$ cat config.mk
export PLATFORM = sky130hd
export DESIGN_NAME = gfx_dpram
export DESIGN_NICKNAME = d
export VERILOG_FILES = /design/src/verilog/gfx_dpram.sv
export SDC_FILE = /design/constraint.sdc
export NUM_CORES = 2
export LEC_CHECK = 0
export BUFFER_PORTS_ARGS = -buffer_cell sky130_fd_sc_hd__buf_2
export CAP_MARGIN = 10
export CORE_UTILIZATION = 58
export CTS_CLUSTER_DIAMETER = 100
export CTS_CLUSTER_SIZE = 16
export DETAILED_ROUTE_END_ITERATION = 10
export PLACE_DENSITY = 0.77
export SLEW_MARGIN = 20
export SYNTH_ARGS = -nofsm -noshare
export SYNTH_HDL_FRONTEND = slang
export SYNTH_SLANG_ARGS = --single-unit
$ cat constraint.sdc
create_clock -name clk -period 2.5 [get_ports clk]
set_input_delay 0.125 -clock clk [delete_from_list [all_inputs] [get_ports clk]]
set_output_delay 0.125 -clock clk [all_outputs]
set_load 0.01 [all_outputs]
$ cat src/verilog/gfx_dpram.sv
// Dual-port RAM with a generic payload
// Port one writes with read back, port two is a registered read
`timescale 1ns/1ps
`default_nettype none

module gfx_dpram #(
    parameter int  AW = 8,
    parameter type T  = logic [7:0]
) (
    input  logic          clk,
    input  logic          we,
    input  logic [AW-1:0] wr_addr,
    input  T              din,
    input  logic [AW-1:0] rd_addr,
    output T              q_wr,
    output T              q_rd
);

    T mem [0:(1<<AW)-1];

    // Port one, read returns the old contents on a write
    always_ff @(posedge clk) begin
        if (we) begin
            mem[wr_addr] <= din;
        end
        q_wr <= mem[wr_addr];
    end

    // Port two, read only
    always_ff @(posedge clk) begin
        q_rd <= mem[rd_addr];
    end

endmodule

`default_nettype wire

==> metrics.md <==
| Metric | Value |
|---|---|
| Outcome | `finished, violations left` |
| Failing checks | `setup timing` |
| Pint | `~52 mW` |
| Worst skew pair latency | `0.83 ns` |
| Port Buffers | `41` |
| Post-Syn Nets | `4846` |
| Starting Density | `58.4%` |
| Final Hold Fails | `0` |
| Max VDD drop | `0.713 mV` |
| Area grow syn2layout | `18.2%` |
| P_sw | `16.2 mW` |
| Register bit total from synthesis | `2064` |
| Synth warn | `0` |
| Vias in the first global route | `59100` |
| Power share of the sequential group | `55.7%` |
| Vias per cell | `around 7.4` |
| Slew Viols, Final | `0` |
| Slack of the critical path | `-0.0617 ns` |
| DRT iter0 DRCs | `roughly 9500` |
| Count leader, synth | `edfxtp_1` |
| Post-Synth XOR/XNOR Area | `0%` |
| Largest family of logic cells by synthesized area | `multiplexers` |
| Asr flop ratio synth | `0%` |
| Largest net degree at the start of global routing | `114` |
| Mux contribution to synthesized area | `28.0%` |
| Crit-path max FO | `2` |
| Total negative setup slack | `-0.0947 ns` |
| Worst setup EP type | `flip-flop` |
| I/O Pins | `42` |
| H-tree levels | `4` |
| Cts bufs inserted | `146` |
| WL final | `316000 um` |
| Pre-Repair DR Iteration Count | `7` |
| Worst setup SP type | `flip-flop` |
| Share of power burned in the clock network | `between 30 and 40%` |
| Mapped Area | `96200 um^2` |
| Synth area leaders | `edfxtp_1 64%, mux4_2 24%, mux2i_1 3.3%` |
| Hold Path Depth | `1` |
| Critical path type | `flip-flop to flip-flop` |
| Synth Area in Compound Gates | `2.81%` |
| Worst Setup SP | `mem[200][3]` |
| Detailed Place HPWL | `225000 um` |
| Gate power share | `between 10% and 20%` |
| DIE WIDTH | `409 um` |
| Syn_area_per_cell | `20.0 um^2` |
| Gpl congestion | `1.03` |
| Die height | `409 um` |
| RR Endpoint | `q_rd[3]` |
| Clk pin slew, worst setup/hold paths | `0.08 ns` |
| Slew at the pin with the worst max-slew slack | `1.17 ns` |
| Hold Startpoint | `din[4]` |
| Share of the synthesized area in the top cell type | `63.9%` |
| Cell variety after synth | `57` |
| Largest buffer count on any clock path | `3` |
| Initial antenna violation count | `21` |
| Min-Delay Path Class | `input pin to flip-flop` |
| DIE AREA | `between 150000 and 200000 um^2` |
| Gr ovfl total | `0` |
| WL/cell | `39.5 um` |
| Clock sink total | `slightly above 2000` |
| Global-route wire length before repair | `445000 um` |
| Slew HR | `roughly 22%` |
| R2R depth | `6` |
| Crit path DAT | `3.22 ns` |
| Leakage | `approximately 37 nW` |
| Final Critical Period | `2.56 ns` |
| Cells after Synth | `4820` |
| Post-synth EDFFs | `2048` |
| Setup violators final | `3` |
| Core area | `about 160000 um^2` |
| Fin Hold WS | `0.0371 ns` |
| Remaining DRCs | `0` |
| Most frequent cells after synthesis | `2048 x edfxtp_1, 1041 x mux4_2, 320 x mux2i_1, 263 x nor2_1, 143 x clkbuf_1` |
| Reg-to-reg slack, setup | `-0.06 ns` |
| Gr usage total | `between 30% and 40%` |
| Synth Area in Adders | `0%` |
| Nets | `5777` |
| Main flop type after synthesis | `edfxtp_1` |
| Fmax | `between 300 and 400 MHz` |
| Worst EP required | `between 3 and 4 ns` |
| Cell taking the most area after synthesis | `edfxtp_1` |
| FP Rows | `149` |
| Clock skew | `0.0444 ns` |
| Simple-gate share of the synthesized area | `under 10%` |
| CTS tree | `built` |
| RSZ-0062 raised after global routing | `true` |
| Vias | `between 50000 and 60000` |
| Clk root buf | `clkbuf_16` |
| Worst Hold End | `mem[158][4]` |
| Register area share after synthesis | `64.3%` |
| R2R Path Start | `mem[200][3]` |
| Sw frac | `23.6%` |
| Max-cap violations | `0` |
| Layout cells sized above 1 | `44.2%` |
| Detail Route Antenna Nets | `0` |
| Power Density | `~600 nW/um^2` |
| Fin crit share | `102%` |
## worst max path at each step
stage                             end  depth (start not counted)
after CTS                     q_rd[7]                          7
after global placement        q_rd[2]                         10
after detailed placement      q_rd[7]                         11
after floorplan           mem[178][0]                         11
final                         q_rd[3]                          6
after global routing          q_wr[6]                          7
## per-stage QoR
step | std cells | util, % | setup slack (ns) | instance area, um^2 | power, mW
after floorplan | 4820 | - | -0.147 | 96900 | 42.6
after global routing | 8003 | 69.0 | -0.0968 | 114000 | 69.9
after global placement | 7783 | 66.2 | -1.49 | 109000 | 46.3
after detailed placement | 7784 | 66.2 | -1.13 | 109000 | 46.4
final | 8007 | 69.0 | -0.0617 | 114000 | 68.7
after CTS | 8003 | 68.9 | -0.0520 | 114000 | 68.5
## cells by family after synthesis
group                  count (synthesis)
AO/OA/AOI/OAI                        375
buffers and inverters                408
flip-flops                          2064
multiplexers                        1383
AND/OR/NAND/NOR                      590
## power groups by stage
stage | Combinational, mW | Clock, mW | Sequential [mW]
3_3_place_gp | 7.29 | 0 | 39.0
4_1_cts | 7.49 | 22.7 | 38.2
2_1_floorplan | 3.61 | 0 | 38.9
6_report | 7.72 | 22.7 | 38.3
5_1_grt | 7.84 | 23.8 | 38.2
3_5_place_dp | 7.40 | 0 | 39.0
## area by class of cell
class,instances,area [um^2]
Sequential cell,2064,61800
Fill cell,10100,51100
Multi-Input combinational cell,2348,33400
Timing Repair Buffer,1183,11600
Clock buffer,199,3960
Tap cell,2189,2740
Clock inverter,9,136
Inverter,8,36.3
Antenna cell,7,17.5
## registers in the layout, indices dropped and copies added (netlist names)
| name | flops |
|---|---|
| q_rd | 8 |
| q_wr | 8 |
| mem | 2048 |
## cell usage in the layout, fill, tap and decap left out, types with 20 or more instances in the layout
master and instances:
a21oi_1 59, a22oi_1 42, buf_12 212, buf_2 26, buf_4 921, clkbuf_1 48
clkbuf_16 151, edfxtp_1 2048, mux2_2 21, mux2i_1 313, mux4_2 1041, nand2_1 95
nand3_1 27, nor2_1 182, nor2_4 80, nor3_1 52, nor4_1 20, o221ai_1 90
o22ai_1 80
## per-layer routing
layer	routed length, um	GRT usage, %	share of wire, %	up-vias
met5	344	0.776	0.11	-
met4	20500	20.1	6.5	26
met3	47800	12.8	15	959
met2	144000	57.0	46	5038
met1	103000	50.2	33	30800
li1	-	-	-	22700
## critical path, cell delays in order, from the launching register on
cell and delay (ns):
edfxtp_1 0.42, mux4_2 0.48, mux2_2 0.32, a22oi_1 0.27
nand2_1 0.14, nor4_2 0.63, nor4_1 0.13
## what timing repair did
action / in CTS / in global routing
endpoints found under the setup margin: 12 / 13
buffers inserted: 3 / 1
hold buffers: 8 / 0
endpoints found under the hold margin: 296 / 0
resized for setup: 30 / 40
pin swaps: 7 / 13
No activity file was read; power rests on OpenSTA's default activity.
