$ cat config.mk
export PLATFORM = sky130hd
export DESIGN_NAME = gfx_mmr
export DESIGN_NICKNAME = d
export VERILOG_FILES = /design/src/verilog/gfx_regs_pkg.sv /design/src/verilog/gfx_mmr.sv
export SDC_FILE = /design/constraint.sdc
export NUM_CORES = 1
export LEC_CHECK = 0
export BUFFER_PORTS_ARGS = -buffer_cell sky130_fd_sc_hd__clkbuf_2
export CAP_MARGIN = 20
export CELL_PAD_IN_SITES_DETAIL_PLACEMENT = 1
export CELL_PAD_IN_SITES_GLOBAL_PLACEMENT = 1
export CORE_MARGIN = 4
export CORE_UTILIZATION = 38
export DETAILED_ROUTE_END_ITERATION = 16
export GPL_TIMING_DRIVEN = 1
export PLACE_DENSITY_LB_ADDON = 0.15
export SLEW_MARGIN = 20
export SYNTH_ARGS = -nofsm -noshare
export SYNTH_HDL_FRONTEND = slang
export SYNTH_SLANG_ARGS = --single-unit
export TNS_END_PERCENT = 1
$ cat constraint.sdc
create_clock -name clk -period 1.9 [get_ports clk]
set_clock_uncertainty 0.05 [all_clocks]
set_input_delay 0.095 -clock clk [delete_from_list [all_inputs] [get_ports clk]]
set_output_delay 0.095 -clock clk [all_outputs]
set_load 0.005 [all_outputs]
$ cat src/verilog/gfx_regs_pkg.sv
// CPU side definitions of the tile graphics block
// Register indices and the decoded configuration
`default_nettype none

package gfx_regs_pkg;

    // Register index from cpu_addr[1:0]
    typedef enum logic [1:0] {
        REG_HSCROLL = 2'd0,
        REG_VSCROLL = 2'd1,
        REG_CTRL    = 2'd2
    } gfx_reg_e;

    // Decoded configuration
    typedef struct packed {
        logic [7:0] hscroll;
        logic [7:0] vscroll;
        logic [1:0] pal_bank;   // ctrl[1:0]
        logic       irq_en;     // ctrl[2]
        logic       chr_en;     // ctrl[3]
        logic       spare;      // ctrl[4]
    } gfx_cfg_t;

endpackage

`default_nettype wire

$ cat src/verilog/gfx_mmr.sv
// Configuration registers and vertical blank interrupt
// Holds hscroll, vscroll and ctrl and decodes them for the video side
`timescale 1ns/1ps
`default_nettype none

module gfx_mmr import gfx_regs_pkg::*; (
    input  logic       clk,
    input  logic       rst,
    input  logic       cpu_we,
    input  logic       cfg_cs,
    input  logic [1:0] cpu_addr_lo,
    input  logic [7:0] cpu_din,
    input  logic       LHBL,
    input  logic       LVBL,
    output gfx_cfg_t   cfg,
    output logic       cpu_irqn
);

    logic [7:0] hscroll_q;
    logic [7:0] vscroll_q;
    logic [4:0] ctrl_q;
    logic       last_lvbl;

    always_ff @(posedge clk) begin
        if (rst) begin
            hscroll_q <= 8'd0;
            vscroll_q <= 8'd0;
            ctrl_q    <= 5'd0;
        end else if (cpu_we && cfg_cs) begin
            case (gfx_reg_e'(cpu_addr_lo))
                REG_HSCROLL: hscroll_q <= cpu_din;
                REG_VSCROLL: vscroll_q <= cpu_din;
                REG_CTRL:    ctrl_q    <= cpu_din[4:0];
                default: ;
            endcase
        end
    end

    always_comb begin
        cfg.hscroll  = hscroll_q;
        cfg.vscroll  = vscroll_q;
        cfg.pal_bank = ctrl_q[1:0];
        cfg.irq_en   = ctrl_q[2];
        cfg.chr_en   = ctrl_q[3];
        cfg.spare    = ctrl_q[4];
    end

    // Set on LVBL fall, cleared once the next line starts
    always_ff @(posedge clk) begin
        if (rst) begin
            last_lvbl <= 1'b0;
            cpu_irqn  <= 1'b1;
        end else begin
            last_lvbl <= LVBL;
            if (last_lvbl && !LVBL && cfg.irq_en) begin
                cpu_irqn <= 1'b0;
            end else if (LHBL) begin
                cpu_irqn <= 1'b1;
            end
        end
    end

endmodule

`default_nettype wire

==> impl_metrics.toml, run 1 <==
[drt]
dr.max_layer_used = "met4"
drtIter0Drc = 19
wire_per_inst_um = 13.30
drc = 0
firstDrtPassIters = 2
finalWirelength_mm = 2.115
num_vias = 754
dr_wl_met2_mm = 1.103
drt-met1-wl_um = 848
met3_length_um = 144
ant_nets = 0
via_per_inst = 4.742

[placed_design]
io_buffers = 37
globalplace.congestion = 0.6778
dp_hpwl_mm = 1.605

[floorplan]
fp.dieH_um = 58.68
core_sq_um = 2455
start_util_pct = 39.76
rows = 18
die_w_um = 58.68
dieArea_sq_um = 3443
num_io_pins = 38

[hold_path]
hold_path_class = "input pin to register"

[worst_setup_path]
critPathArrivalTime_ns = 0.81
worstPathRequired_ns = 1.75
critPathKind = "register to output pin"
crit_fanout = 2
crit_path_max_incr_delay_ns = 0.38
cpMaxStageDelayCell = "dfxtp_1"
end_kind = "output pin"
worst-path-buf-inv = 1
path_cells = "clkbuf_2"
crit_family = "flip-flops"
crit_path_start_kind = "register"

[logic_synthesis]
synth_edf_count = 0
seq_area_frac_synth_pct = 47.18
async_reset_ff_share_pct = 0
synth-seq-cells = 23
ys_types = 15
avgSynthCellArea_sq_um = 11.09
synth_top_cell_area_share_pct = 47.18
ys_top_cells_by_count = "nand2b_1 (29), dfxtp_1 (23), mux2i_1 (21), clkbuf_1 (3), and4b_2 (2)"
synth_top_area_cell = "dfxtp_1"
synth_area_sq_um = 975.9
synthMostInstantiatedCell = "nand2b_1"
synth_ff_type = "dfxtp_1"
yosysWarnings = 0
syn_nets = 104
yosys-top-cells-area = "dfxtp_1 (47%), mux2i_1 (22%), nand2b_1 (19%)"
synth_cells = 88

[job]
maxCapViolCount = 0

[clock_tree]
clk_latency_ns = 0.30
root_buffer = "clkbuf_4"
tritoncts = "built"
cts.sinks = 23
ctsHoldBuffers = 5
cts.path.max_buffers = 2
cts_inserted_buffers = 3
cts_resized = 0
post-cts-setup-buffers = 0
cts.clk_slew.worst_paths_ns = 0.13
htreeDepth = 1

[layout]
fillers = 297
drive_gt1_share_pct = 34.11
antenna-diode-count = 0
layout.nets = 146
area.growth.synth_to_final_pct = 27.95

[sta]
relSlewSlack_pct = 72.18
hold_viol = 0
period_share_pct = 50.12
maxSlewViolCount = 0
setup-violations-final = 0
tightest_slew_ns = 0.4174
min_period_ns = 0.9522
max_freq_mhz = 1050
setup_tns_ns = 0
rsz0062_at_grt = "false"

[grt]
grt_pass1_wl_mm = 3.643
grtUsageTotal_pct = 13.74
antenna_found_initial = 0
grt-ovfl-total = 0
first_global_vias = 810
grt_max_degree = 32

[pwr]
p_per_area_nw_per_um2 = 649.3
ir_worst_vdd_v = 0.0003989
finalPower_mw = 0.8108
power_leakage_nw = 0.6224

[outcome]
status = "complete, no violations"
-- area by class of cell --
cell class              count  area (sq um)  area share [%]
well taps                  30         37.54           3.006
repair buffers             42         235.2           18.84
multi-input cells          60         488.0           39.08
clock inverters             1         5.005          0.4008
flip-flops and latches     23         460.4           36.87
clock buffers               3         22.52           1.804
-- worst reg2reg max path, delay by kind of cell, from the launching register on --
family	cells	cell delay, ns
DFF	1	0.37
and+or+nand+nor	1	0.17
AOI/OAI and AO/OA	1	0.05
-- cells in the final DEF (no fill, tap or decap), drive strengths merged --
cell type	instances
clkbuf	40
dfxtp	23
nand2b	29
nand4bb	1
mux2i	21
dlygate4sd3	5
nand4b	2
and4b	2
o21bai	1
nor2b	1
nor2	1
clkinv	1
and3b	1
and4bb	1
-- registers in the layout, indices dropped and copies added, names as in the netlist --
register   cells
hscroll_q      8
vscroll_q      8
ctrl_q         5
cpu_irqn       1
last_lvbl      1
-- power by group --
part / switching [mW] / total, mW / internal, mW
clock: 0.148 / 0.226 / 0.0785
combinational: 0.0373 / 0.0860 / 0.0488
sequential: 0.00545 / 0.499 / 0.493
-- stage by stage --
stage / utilization, % / setup slack [ns] / area, sq um / std cells / hold WS, ns
after floorplan: - / 1.161 / 975.9 / 88 / 0.1732
after global placement: 47.71 / 0.8922 / 1171 / 150 / 0.2708
after detailed placement: 47.71 / 0.8730 / 1171 / 150 / 0.2750
after CTS: 50.87 / 0.9388 / 1249 / 159 / 0.02569
after global routing: 50.87 / 0.9061 / 1249 / 159 / 0.04248
final: 50.87 / 0.9478 / 1249 / 159 / 0.03148
-- per-layer routing --
| layer | GRT usage, % | up-vias |
|---|---|---|
| met1 | 16.69 | 354 |
| met5 | 0 | - |
| met3 | 2.632 | 2 |
| li1 | - | 378 |
| met4 | 4.854 | 0 |
| met2 | 24.08 | 20 |
-- kinds of logic after synthesis --
| family | synth area share (%) |
|---|---|
| multiplexers | 21.54 |
| AND/OR/NAND/NOR | 27.69 |
| flip-flops | 47.18 |
| buffers and inverters | 2.820 |
| AO/OA/AOI/OAI | 0.7695 |
-- final timing paths --
check	start	to	slack [ns]	depth (start not counted)
worst max-delay path	ctrl_q[3]	cfg[1]	0.95	1
worst min-delay path	cpu_din[4]	ctrl_q[4]	0.03	3
worst max register to register	ctrl_q[2]	cpu_irqn	1.17	2
worst min register to register	vscroll_q[1]	vscroll_q[1]	0.44	2
(Power assumes the default switching activity.)
==> run 2, diff against run 1 <==
Settings changed: CORE_UTILIZATION 38 to 32.
Clock period 1.9 ns to 0.85 ns, I/O delays scaled along.
==> impl_metrics.toml, run 2 (synthesis gave the netlist of run 1 again) <==
[outcome]
status = "finished with violations"
violations = "negative setup slack"

[layout]
antenna-diode-count = 0
area.growth.synth_to_final_pct = 45.64
layout.nets = 157
post-route-util_pct = 50.24
drive_gt1_share_pct = 50.71
layout_commonest_cell = "clkbuf_2"
reg_top3 = "hscroll_q: 8 flops, vscroll_q: 8 flops, ctrl_q: 5 flops"
final_cell_mix = "clkbuf_2 (31), nand2b_1 (29), dfxtp_2 (22), mux2i_1 (21), dlygate4sd3_1 (10)"

[sta]
maxSlewViolCount = 0
min_period_ns = 0.8595
period_share_pct = 101.1
postLayoutSetupSlackWorst_ns = -0.009502
rsz0062_at_grt = "true"
hold_viol = 0
setup-violations-final = 7
relSlewSlack_pct = 82.39
max_freq_mhz = 1163
tightest_slew_ns = 0.2642

[worst_setup_path]
crit_family = "flip-flops"
worstReg2RegStart = "ctrl_q[2]"
r2r_slack_ns = 0
crit_path_max_incr_delay_ns = 0.36
crit_fanout = 2
worst-path-buf-inv = 1
worstPathRequired_ns = 0.76
cpMaxStageDelayCell = "dfxtp_2"
r2r_end = "cpu_irqn"
reg2regPathDepth = 3
path_cells = "clkbuf_2"
end_kind = "output pin"
critPathKind = "register to output pin"
crit_path_start_kind = "register"
critPathArrivalTime_ns = 0.77

[floorplan]
fp.dieH_um = 63.23
start_util_pct = 34.50
dieArea_sq_um = 3997
die_w_um = 63.23
num_io_pins = 38
rows = 19
core_sq_um = 2829

[clock_tree]
htreeDepth = 1
cts.sinks = 23
cts.clk_slew.worst_paths_ns = 0.13
cts_inserted_buffers = 3
clk_latency_ns = 0.30
cts.path.max_buffers = 2
tritoncts = "built"
root_buffer = "clkbuf_4"

[drt]
drtIter0Drc = 15
drc = 0
finalWirelength_mm = 2.459
via_per_inst = 4.731
firstDrtPassIters = 4
num_vias = 809
wire_per_inst_um = 14.38
ant_nets = 0

[grt]
grt_max_degree = 32
antenna_found_initial = 0
grt-ovfl-total = 0
first_global_vias = 895
grtUsageTotal_pct = 13.18
grt_pass1_wl_mm = 4.188

[placed_design]
io_buffers = 37
dp_hpwl_mm = 1.717
globalplace.congestion = 0.6671

[hold_path]
hold_path_class = "input pin to register"
min_from = "rst"
hold_path_end = "last_lvbl"
min_path_cells = 3

[pwr]
ir_worst_vdd_v = 0.0005647
power_leakage_nw = 0.6913
p_per_area_nw_per_um2 = 1311
finalPower_mw = 1.863

[job]
maxCapViolCount = 0
-- run 2: changes by cell type in the layout (fill, tap and decap cells not counted), sizes merged --
cell	change
buf	+12
clkbuf	-5
dlygate4sd3	+5
clkinv	-1
-- run 2: worst min-delay path, stage by stage --
cell and delay (ns):
clkbuf_2 0.11, buf_12 0.15, nor2b_1 0.06
-- run 2: per-stage QoR --
stage	setup WS [ns]	std cells	setup TNS, ns	hold slack (ns)	area [sq um]
2_1_floorplan	0.1458	88	0	0.1207	975.9
3_5_place_dp	-0.07056	156	-0.3564	0.2510	1222
5_1_grt	-0.06914	171	-1.070	0.05590	1421
3_3_place_gp	-0.03843	156	-0.1579	0.2152	1222
6_report	-0.009502	171	-0.02793	0.04864	1421
4_1_cts	-0.01435	171	-0.1830	0.04521	1384
-- run 2: final cells by class --
cell class	count	area [sq um]
clock buffer	4	26.28
multi-input combinational	60	488.0
fill	325	1408
timing repair buffer	53	380.4
sequential	23	488.0
tap	31	38.79
-- run 2: how the worst max path moves through the flow --
stage / slack [ns] / endpoint / from / depth (start not counted)
after global routing: -0.07 / cfg[6] / vscroll_q[1] / 1
after floorplan: 0.15 / cpu_irqn / ctrl_q[2] / 2
after CTS: -0.01 / cfg[6] / vscroll_q[1] / 1
after detailed placement: -0.07 / hscroll_q[7] / cpu_addr_lo[0] / 3
final: -0.01 / cfg[2] / ctrl_q[2] / 1
after global placement: -0.04 / hscroll_q[5] / cpu_addr_lo[0] / 3
-- run 2: layer usage --
metal  track usage (%)  vias up  wire length, um  share of wire (%)
li1                  -      400                -                  -
met1             14.67      387              985                 40
met2             23.85       20             1311                 53
met3             4.085        2              145                5.9
met4             4.043        0               17               0.69
met5                 0        -                0                  0
-- run 2: what timing repair did --
item                                    in CTS  in global routing
pin swaps                                    0                  0
resized for setup                           22                  9
hold endpoints to repair                    19                  0
gates cloned                                 0                  0
buffers inserted                             1                  0
endpoints found under the setup margin      22                 23
hold buffers                                10                  0
-- run 2: power breakdown --
group,switching [mW],total [mW],leakage [nW],internal [mW]
Clock,0.320,0.502,0.0150,0.183
Combinational,0.0946,0.241,0.480,0.147
Sequential,0.0138,1.12,0.196,1.11
