### src/verilog/gfx_settings.svh
// Tile graphics sizes
// Map, tile ROM, VRAM and line buffer dimensions shared by RTL and testbench
`ifndef GFX_SETTINGS_SVH
`define GFX_SETTINGS_SVH

// Two maps of 32x32 tiles per VRAM
`define GFX_VRAM_AW 11

// Layer, 9-bit tile code, 3-bit tile row
`define GFX_ROM_AW 13

`define GFX_MAP_TILES 32

// One extra scr word covers the fine scroll
`define GFX_SCR_WORDS 33

// Line half bit plus word index
`define GFX_LINE_AW 7

// Clocks from hdump to pxl_out
`define GFX_PXL_LATENCY 3

`endif

### src/verilog/gfx_regs_pkg.sv
// CPU side definitions of the tile graphics block
// Register indices and the decoded configuration
`default_nettype none

package gfx_regs_pkg;

    // Register index from cpu_addr[1:0]
    typedef enum logic [1:0] {
        REG_HSCROLL = 2'd0,
        REG_VSCROLL = 2'd1,
        REG_CTRL    = 2'd2
    } gfx_reg_e;

    // Decoded configuration
    typedef struct packed {
        logic [7:0] hscroll;
        logic [7:0] vscroll;
        logic [1:0] pal_bank;   // ctrl[1:0]
        logic       irq_en;     // ctrl[2]
        logic       chr_en;     // ctrl[3]
        logic       spare;      // ctrl[4]
    } gfx_cfg_t;

endpackage

`default_nettype wire

### src/verilog/gfx_video_pkg.sv
// Video side definitions of the tile graphics block
// Rendered tile row and layer select
`default_nettype none

package gfx_video_pkg;

    // Eight 4-bit colour indices, pxl[0] is the leftmost pixel
    typedef struct packed {
        logic [2:0]      pal;
        logic [7:0][3:0] pxl;
    } gfx_row_t;

    // Layer select, matches VRAM address bit 10
    typedef enum logic {
        LYR_SCR = 1'b0,
        LYR_CHR = 1'b1
    } gfx_layer_e;

endpackage

`default_nettype wire

### src/verilog/gfx_line_if.sv
// Line buffer write bus
// Renderer writes one tile row per strobe, no acknowledge
`timescale 1ns/1ps
`default_nettype none
`include "gfx_settings.svh"

interface gfx_line_if import gfx_video_pkg::*; ();

    logic                    chr_we;
    logic                    scr_we;
    logic [`GFX_LINE_AW-1:0] addr;
    gfx_row_t                row;
    // Half being written, the other half is on display
    logic                    half;

    modport renderer (output chr_we, output scr_we, output addr, output row, output half);

    modport store (input chr_we, input scr_we, input addr, input row, input half);

endinterface

`default_nettype wire

### src/verilog/gfx_tilemap.sv
// Tile fetch and render engine
// Renders 32 chr words then 33 scr words of the next line into the hidden half
`timescale 1ns/1ps
`default_nettype none
`include "gfx_settings.svh"

module gfx_tilemap import gfx_regs_pkg::*, gfx_video_pkg::*; (
    input  logic                    clk,
    input  logic                    rst,
    input  logic                    LHBL,
    input  logic [8:0]              vrender,
    input  gfx_cfg_t                cfg,
    output logic [`GFX_VRAM_AW-1:0] scan_addr,
    input  logic [7:0]              code_scan,
    input  logic [7:0]              attr_scan,
    output logic                    rom_cs,
    output logic [`GFX_ROM_AW-1:0]  rom_addr,
    input  logic                    rom_ok,
    input  logic [31:0]             rom_data,
    gfx_line_if.renderer            lbuf,
    output logic                    done
);

    typedef enum logic [2:0] {ST_IDLE, ST_SCAN, ST_VWAIT, ST_ROM, ST_WRITE} state_e;

    state_e     state;
    gfx_layer_e layer;
    logic       last_lhbl;
    logic       lhbl_fall;
    logic [5:0] scan_idx;
    logic [5:0] fetch_idx;
    logic [7:0] chr_v;
    logic [7:0] scr_v;
    logic [4:0] hs_coarse;
    logic [4:0] map_row;
    logic [4:0] map_col;
    logic [2:0] tile_row;
    logic [2:0] pal_q;
    logic       last_word;
    logic       issue;
    logic       accept;

    assign lhbl_fall = last_lhbl & ~LHBL;

    always_comb begin
        if (layer == LYR_CHR) begin
            map_row   = chr_v[7:3];
            map_col   = scan_idx[4:0];
            tile_row  = chr_v[2:0];
            last_word = fetch_idx == 6'(`GFX_MAP_TILES - 1);
        end else begin
            map_row   = scr_v[7:3];
            map_col   = hs_coarse + scan_idx[4:0];   // wraps around the map
            tile_row  = scr_v[2:0];
            last_word = fetch_idx == 6'(`GFX_SCR_WORDS - 1);
        end
        scan_addr = {layer, map_row, map_col};
        // Next scan is already settled while the ROM is busy
        issue  = !lhbl_fall && (state == ST_VWAIT || (state == ST_WRITE && !last_word));
        accept = !lhbl_fall && state == ST_ROM && rom_ok;
    end

    always_ff @(posedge clk) begin
        if (rst) begin
            state       <= ST_IDLE;
            layer       <= LYR_CHR;
            last_lhbl   <= 1'b0;
            scan_idx    <= 6'd0;
            rom_cs      <= 1'b0;
            done        <= 1'b0;
            lbuf.half   <= 1'b0;
            lbuf.chr_we <= 1'b0;
            lbuf.scr_we <= 1'b0;
        end else begin
            last_lhbl   <= LHBL;
            done        <= 1'b0;
            lbuf.chr_we <= accept && layer == LYR_CHR;
            lbuf.scr_we <= accept && layer == LYR_SCR;
            if (lhbl_fall) begin
                lbuf.half <= ~lbuf.half;
                layer     <= LYR_CHR;
                scan_idx  <= 6'd0;
                rom_cs    <= 1'b0;
                state     <= ST_SCAN;
            end else begin
                case (state)
                    ST_SCAN: state <= ST_VWAIT;
                    ST_ROM: begin
                        if (rom_ok) begin
                            rom_cs <= 1'b0;
                            state  <= ST_WRITE;
                        end
                    end
                    ST_WRITE: begin
                        if (last_word && layer == LYR_CHR) begin
                            layer    <= LYR_SCR;
                            scan_idx <= 6'd0;
                            state    <= ST_SCAN;
                        end else if (last_word) begin
                            done  <= 1'b1;
                            state <= ST_IDLE;
                        end
                    end
                    default: ;
                endcase
                if (issue) begin
                    rom_cs   <= 1'b1;
                    scan_idx <= scan_idx + 6'd1;
                    state    <= ST_ROM;
                end
            end
        end
    end

    // Line parameters and tile payload
    always_ff @(posedge clk) begin
        if (lhbl_fall) begin
            chr_v     <= vrender[7:0];
            scr_v     <= vrender[7:0] + cfg.vscroll;
            hs_coarse <= cfg.hscroll[7:3];
        end
        if (issue) begin
            rom_addr  <= {layer, attr_scan[7], code_scan, tile_row};
            pal_q     <= attr_scan[2:0];
            fetch_idx <= scan_idx;
        end
        if (accept) begin
            lbuf.row.pal <= pal_q;
            lbuf.row.pxl <= rom_data;
            lbuf.addr    <= {lbuf.half, fetch_idx};
        end
    end

endmodule

`default_nettype wire

### src/flat_wrapper.sv
// flat-port wrapper written by rule: the top's interface ports become plain ports
module gfx_tilemap_flat import gfx_regs_pkg::*, gfx_video_pkg::*;
  (clk, rst, LHBL, vrender, cfg, scan_addr, code_scan, attr_scan, rom_cs, rom_addr, rom_ok, rom_data, done, lbuf_chr_we, lbuf_scr_we, lbuf_addr, lbuf_row, lbuf_half);
  gfx_line_if lbuf_i ();
  input  logic clk;
  input  logic rst;
  input  logic LHBL;
  input  logic [8:0] vrender;
  input  gfx_cfg_t cfg;
  output logic [`GFX_VRAM_AW-1:0] scan_addr;
  input  logic [7:0] code_scan;
  input  logic [7:0] attr_scan;
  output logic rom_cs;
  output logic [`GFX_ROM_AW-1:0] rom_addr;
  input  logic rom_ok;
  input  logic [31:0] rom_data;
  output logic done;
  output wire logic [$bits(lbuf_i.chr_we)-1:0] lbuf_chr_we;
  output wire logic [$bits(lbuf_i.scr_we)-1:0] lbuf_scr_we;
  output wire logic [$bits(lbuf_i.addr)-1:0] lbuf_addr;
  output wire logic [$bits(lbuf_i.row)-1:0] lbuf_row;
  output wire logic [$bits(lbuf_i.half)-1:0] lbuf_half;
  assign lbuf_chr_we = lbuf_i.chr_we;
  assign lbuf_scr_we = lbuf_i.scr_we;
  assign lbuf_addr = lbuf_i.addr;
  assign lbuf_row = lbuf_i.row;
  assign lbuf_half = lbuf_i.half;
  gfx_tilemap u_core (.clk(clk), .rst(rst), .LHBL(LHBL), .vrender(vrender), .cfg(cfg), .scan_addr(scan_addr), .code_scan(code_scan), .attr_scan(attr_scan), .rom_cs(rom_cs), .rom_addr(rom_addr), .rom_ok(rom_ok), .rom_data(rom_data), .lbuf(lbuf_i), .done(done));
endmodule
### config.mk
export PLATFORM = sky130hd
export DESIGN_NAME = gfx_tilemap_flat
export DESIGN_NICKNAME = d
export VERILOG_FILES = /design/src/verilog/gfx_regs_pkg.sv /design/src/verilog/gfx_video_pkg.sv /design/src/verilog/gfx_line_if.sv /design/src/verilog/gfx_tilemap.sv /design/src/flat_wrapper.sv
export VERILOG_INCLUDE_DIRS = /design/src /design/src/verilog
export SDC_FILE = /design/constraint.sdc
export NUM_CORES = 1
export LEC_CHECK = 0
export ABC_CLOCK_PERIOD_IN_PS = 4400
export BUFFER_PORTS_ARGS = -buffer_cell sky130_fd_sc_hd__buf_4
export CAP_MARGIN = 20
export CORE_MARGIN = 10
export CORE_UTILIZATION = 30
export CTS_CLUSTER_SIZE = 8
export DETAILED_ROUTE_END_ITERATION = 8
export SYNTH_ARGS = -nofsm -noshare
export SYNTH_HDL_FRONTEND = slang
export SYNTH_SLANG_ARGS = --single-unit
export TNS_END_PERCENT = 50
### constraint.sdc
create_clock -name clk -period 4.4 [get_ports clk]
set_input_delay 0.22 -clock clk [delete_from_list [all_inputs] [get_ports clk]]
set_output_delay 0.22 -clock clk [all_outputs]
set_load 0.01 [all_outputs]
==> qor.csv <==
metric,value,unit
port_buffers,139,
seq_area_frac_synth,72.9,%
die_x,135,um
max_slew_margin,48.8,%
grt_max_degree,43,
synthArstFlopShare,0,%
drv_slew,0,
post_cts.repair.setup_buffers,0,
syn_inst,250,
drive_gt1_share,44.0,%
drc_errors,0,
cts.sinks,101,
antenna_left,0,
vias_per_cell,4.39,
antenna_cells,0,
io_pins,153,
synth_edf_count,85,
wl_per_cell,15.9,um
syn_nets,346,
cp-start-kind,flop,
period_share,57.8,%
grt-ovfl-total,0,
cts_tree,done,
first_iter_violations,89,
root_buffer,clkbuf_16,
met1_length,3810,um
post_cts_resized,0,
gp_congestion,0.747,
initial_core_util,31.0,%
dp_hpwl,6890,um
leakagePower,2.13,nW
ys_warn_count,0,
numCtsBuffers,9,
ys.flop_type,edfxtp_1,
clock_path_buffers,2,
period_minus_slack,2.54,ns
dr.max_layer_used,met4,
cp_max_fo,7,
postCtsHoldBufs,0,
clkLatencyLatePin,0.35,ns
clk_pin_slew,0.07,ns
ir_drop,217,uV
power_density,358,nW/um^2
dr.pass1.iters,4,
syn_to_final_growth,39.4,%
worstSetupEndpointType,output pin,
path_class,flop to output pin,
track_usage,10.0,%
dr_wl_met3,1210,um
critPathArrivalTime,2.32,ns
synth_cell_types,47,
grt_pass1_vias,2679,
holdWs,0.0422,ns
synth_area_per_cell,15.8,sq um
nets,493,
tightest_slew,0.765,ns
max_cap_violations,0,
rsz0062_at_grt,false,
core-area,12700,sq um
fin_worst_skew,0.00816,ns
fp.dieH,135,um
rows,41,
antenna_found_initial,0,
status,"complete, no violations",
htree_levels,3,
grt_pass1_wl,13900,um
required,4.18,ns
tns,0,ns
synth_seq_cells,101,
hold_violations,0,
setup_viol_count_final,0,
filler_cell_count,1162,
worstHoldPathType,primary input to flop,
drt_wl_total,9100,um
clock.fmax,0.393,GHz
syn_area,3940,sq um
num_vias,2521,
wl_met2,3880,um
dieArea,18100,sq um
[cell families (layout without fill, tap and decap cells)]
| logic type | count (synthesis) | count (layout) | share of synthesized area (%) |
|---|---|---|---|
| adders and majority gates | 14 | 14 | 4.83 |
| and+or+nand+nor | 63 | 63 | 8.60 |
| DFF | 101 | 101 | 72.9 |
| buffers and inverters | 19 | 171 | 2.44 |
| muxes | 13 | 13 | 3.59 |
| AOI/OAI and AO/OA | 31 | 31 | 5.65 |
| xor gates and xnor gates | 9 | 9 | 2.00 |
[power breakdown]
group          switching (mW)  total [mW]  internal (mW)
logic                  0.0567       0.131         0.0745
clock network           0.364       0.771          0.408
registers             0.00841        1.07           1.06
total                   0.429        1.97           1.54
[synth_stat cells (2+ instances only)]
| library cell | n | area [sq um] |
|---|---|---|
| a21boi_0 | 2 | 15.0 |
| a211oi_1 | 2 | 15.0 |
| buf_6 | 2 | 22.5 |
| nand3_1 | 4 | 20.0 |
| nor3_1 | 6 | 30.0 |
| inv_1 | 12 | 45.0 |
| nand2_1 | 15 | 56.3 |
| a21oi_1 | 5 | 25.0 |
| edfxtp_1 | 85 | 2550 |
| fa_1 | 2 | 40.0 |
| xnor2_1 | 5 | 43.8 |
| nor2_1 | 11 | 41.3 |
| nor2b_1 | 6 | 37.5 |
| or2_2 | 3 | 18.8 |
| ha_1 | 12 | 150 |
| o21ai_1 | 3 | 15.0 |
| xor2_1 | 4 | 35.0 |
| buf_4 | 2 | 15.0 |
| o21a_1 | 2 | 15.0 |
| nand2b_1 | 6 | 37.5 |
| mux2i_1 | 4 | 40.0 |
| a211o_1 | 3 | 26.3 |
| dfxtp_1 | 16 | 320 |
| mux2_2 | 9 | 101 |
| o21ai_0 | 7 | 35.0 |
[final cells by class]
class / count / area (sq um) / share of cell area (%)
clock inverter: 6 / 57.6 / 1.05
inverter: 13 / 50.0 / 0.911
multi-input combinational: 130 / 982 / 17.9
tap: 172 / 215 / 3.92
timing repair buffer: 142 / 1080 / 19.6
clock buffer: 10 / 239 / 4.35
sequential: 101 / 2870 / 52.3
[worst max-delay path, cell delays in order, from the launching register on]
cell,delay (ns)
dfxtp_1,0.45
ha_1,0.23
inv_1,0.06
fa_1,0.39
nor2b_1,0.12
o21ai_0,0.09
nor3b_1,0.15
nor3_1,0.16
xor2_1,0.18
buf_4,0.15
[path summary, 6_finish.rpt]
path	start	end	slack, ns	depth (start not counted)
setup reg to reg	u_core.state[2]$_SDFFE_PP0P_	u_core.rom_addr[5]$_DFFE_PP_	2.24	4
setup / recovery	u_core.scan_idx[0]$_SDFFE_PP0P_	scan_addr[4]	1.86	9
hold / removal	rom_data[8]	u_core.lbuf.row[8]$_DFFE_PP_	0.04	1
hold reg to reg	u_core.pal_q[0]$_DFFE_PP_	u_core.lbuf.row[32]$_DFFE_PP_	0.42	0
[metal layers]
| metal | track usage [%] | vias up |
|---|---|---|
| li1 | - | 1213 |
| met1 | 10.8 | 1168 |
| met2 | 14.8 | 127 |
| met3 | 6.68 | 13 |
| met4 | 4.90 | 0 |
| met5 | 0 | - |
[placed cells by master, fill, tap and decap left out, drive strengths merged, types with 6 or more instances in the layout]
master and n:
buf 142, clkbuf 10, dfxtp 16, edfxtp 85, ha 12, inv 13, mux2 9, nand2 15
nand2b 6, nor2 12, nor2b 6, nor3 7, o21ai 10
[registers in the layout, summed over array words and instances, names as in the netlist]
signal,count
u_core.lbuf.half,1
u_core.lbuf.addr,7
u_core.scr_v,8
u_core.scan_idx,6
u_core.chr_v,8
u_core.state,3
u_core.hs_coarse,5
u_core.last_lhbl,1
u_core.pal_q,3
u_core.lbuf.row,35
u_core.rom_addr,13
u_core.layer,1
u_core.rom_cs,1
u_core.lbuf.chr_we,1
u_core.fetch_idx,6
u_core.lbuf.scr_we,1
u_core.done,1
[stage by stage]
step | cells | util (%) | total power [mW] | setup WS, ns | cell area (sq um)
finish | 574 | 43.2 | 1.97 | 1.86 | 5500
global route | 574 | 43.2 | 2.06 | 1.62 | 5500
CTS | 573 | 43.0 | 2.00 | 1.78 | 5480
detailed placement | 557 | 40.7 | 1.22 | 2.19 | 5180
global placement | 557 | 40.7 | 1.22 | 2.21 | 5180
floorplan | 250 | - | 1.14 | 1.46 | 3940
No activity file was read; power rests on OpenSTA's default activity.
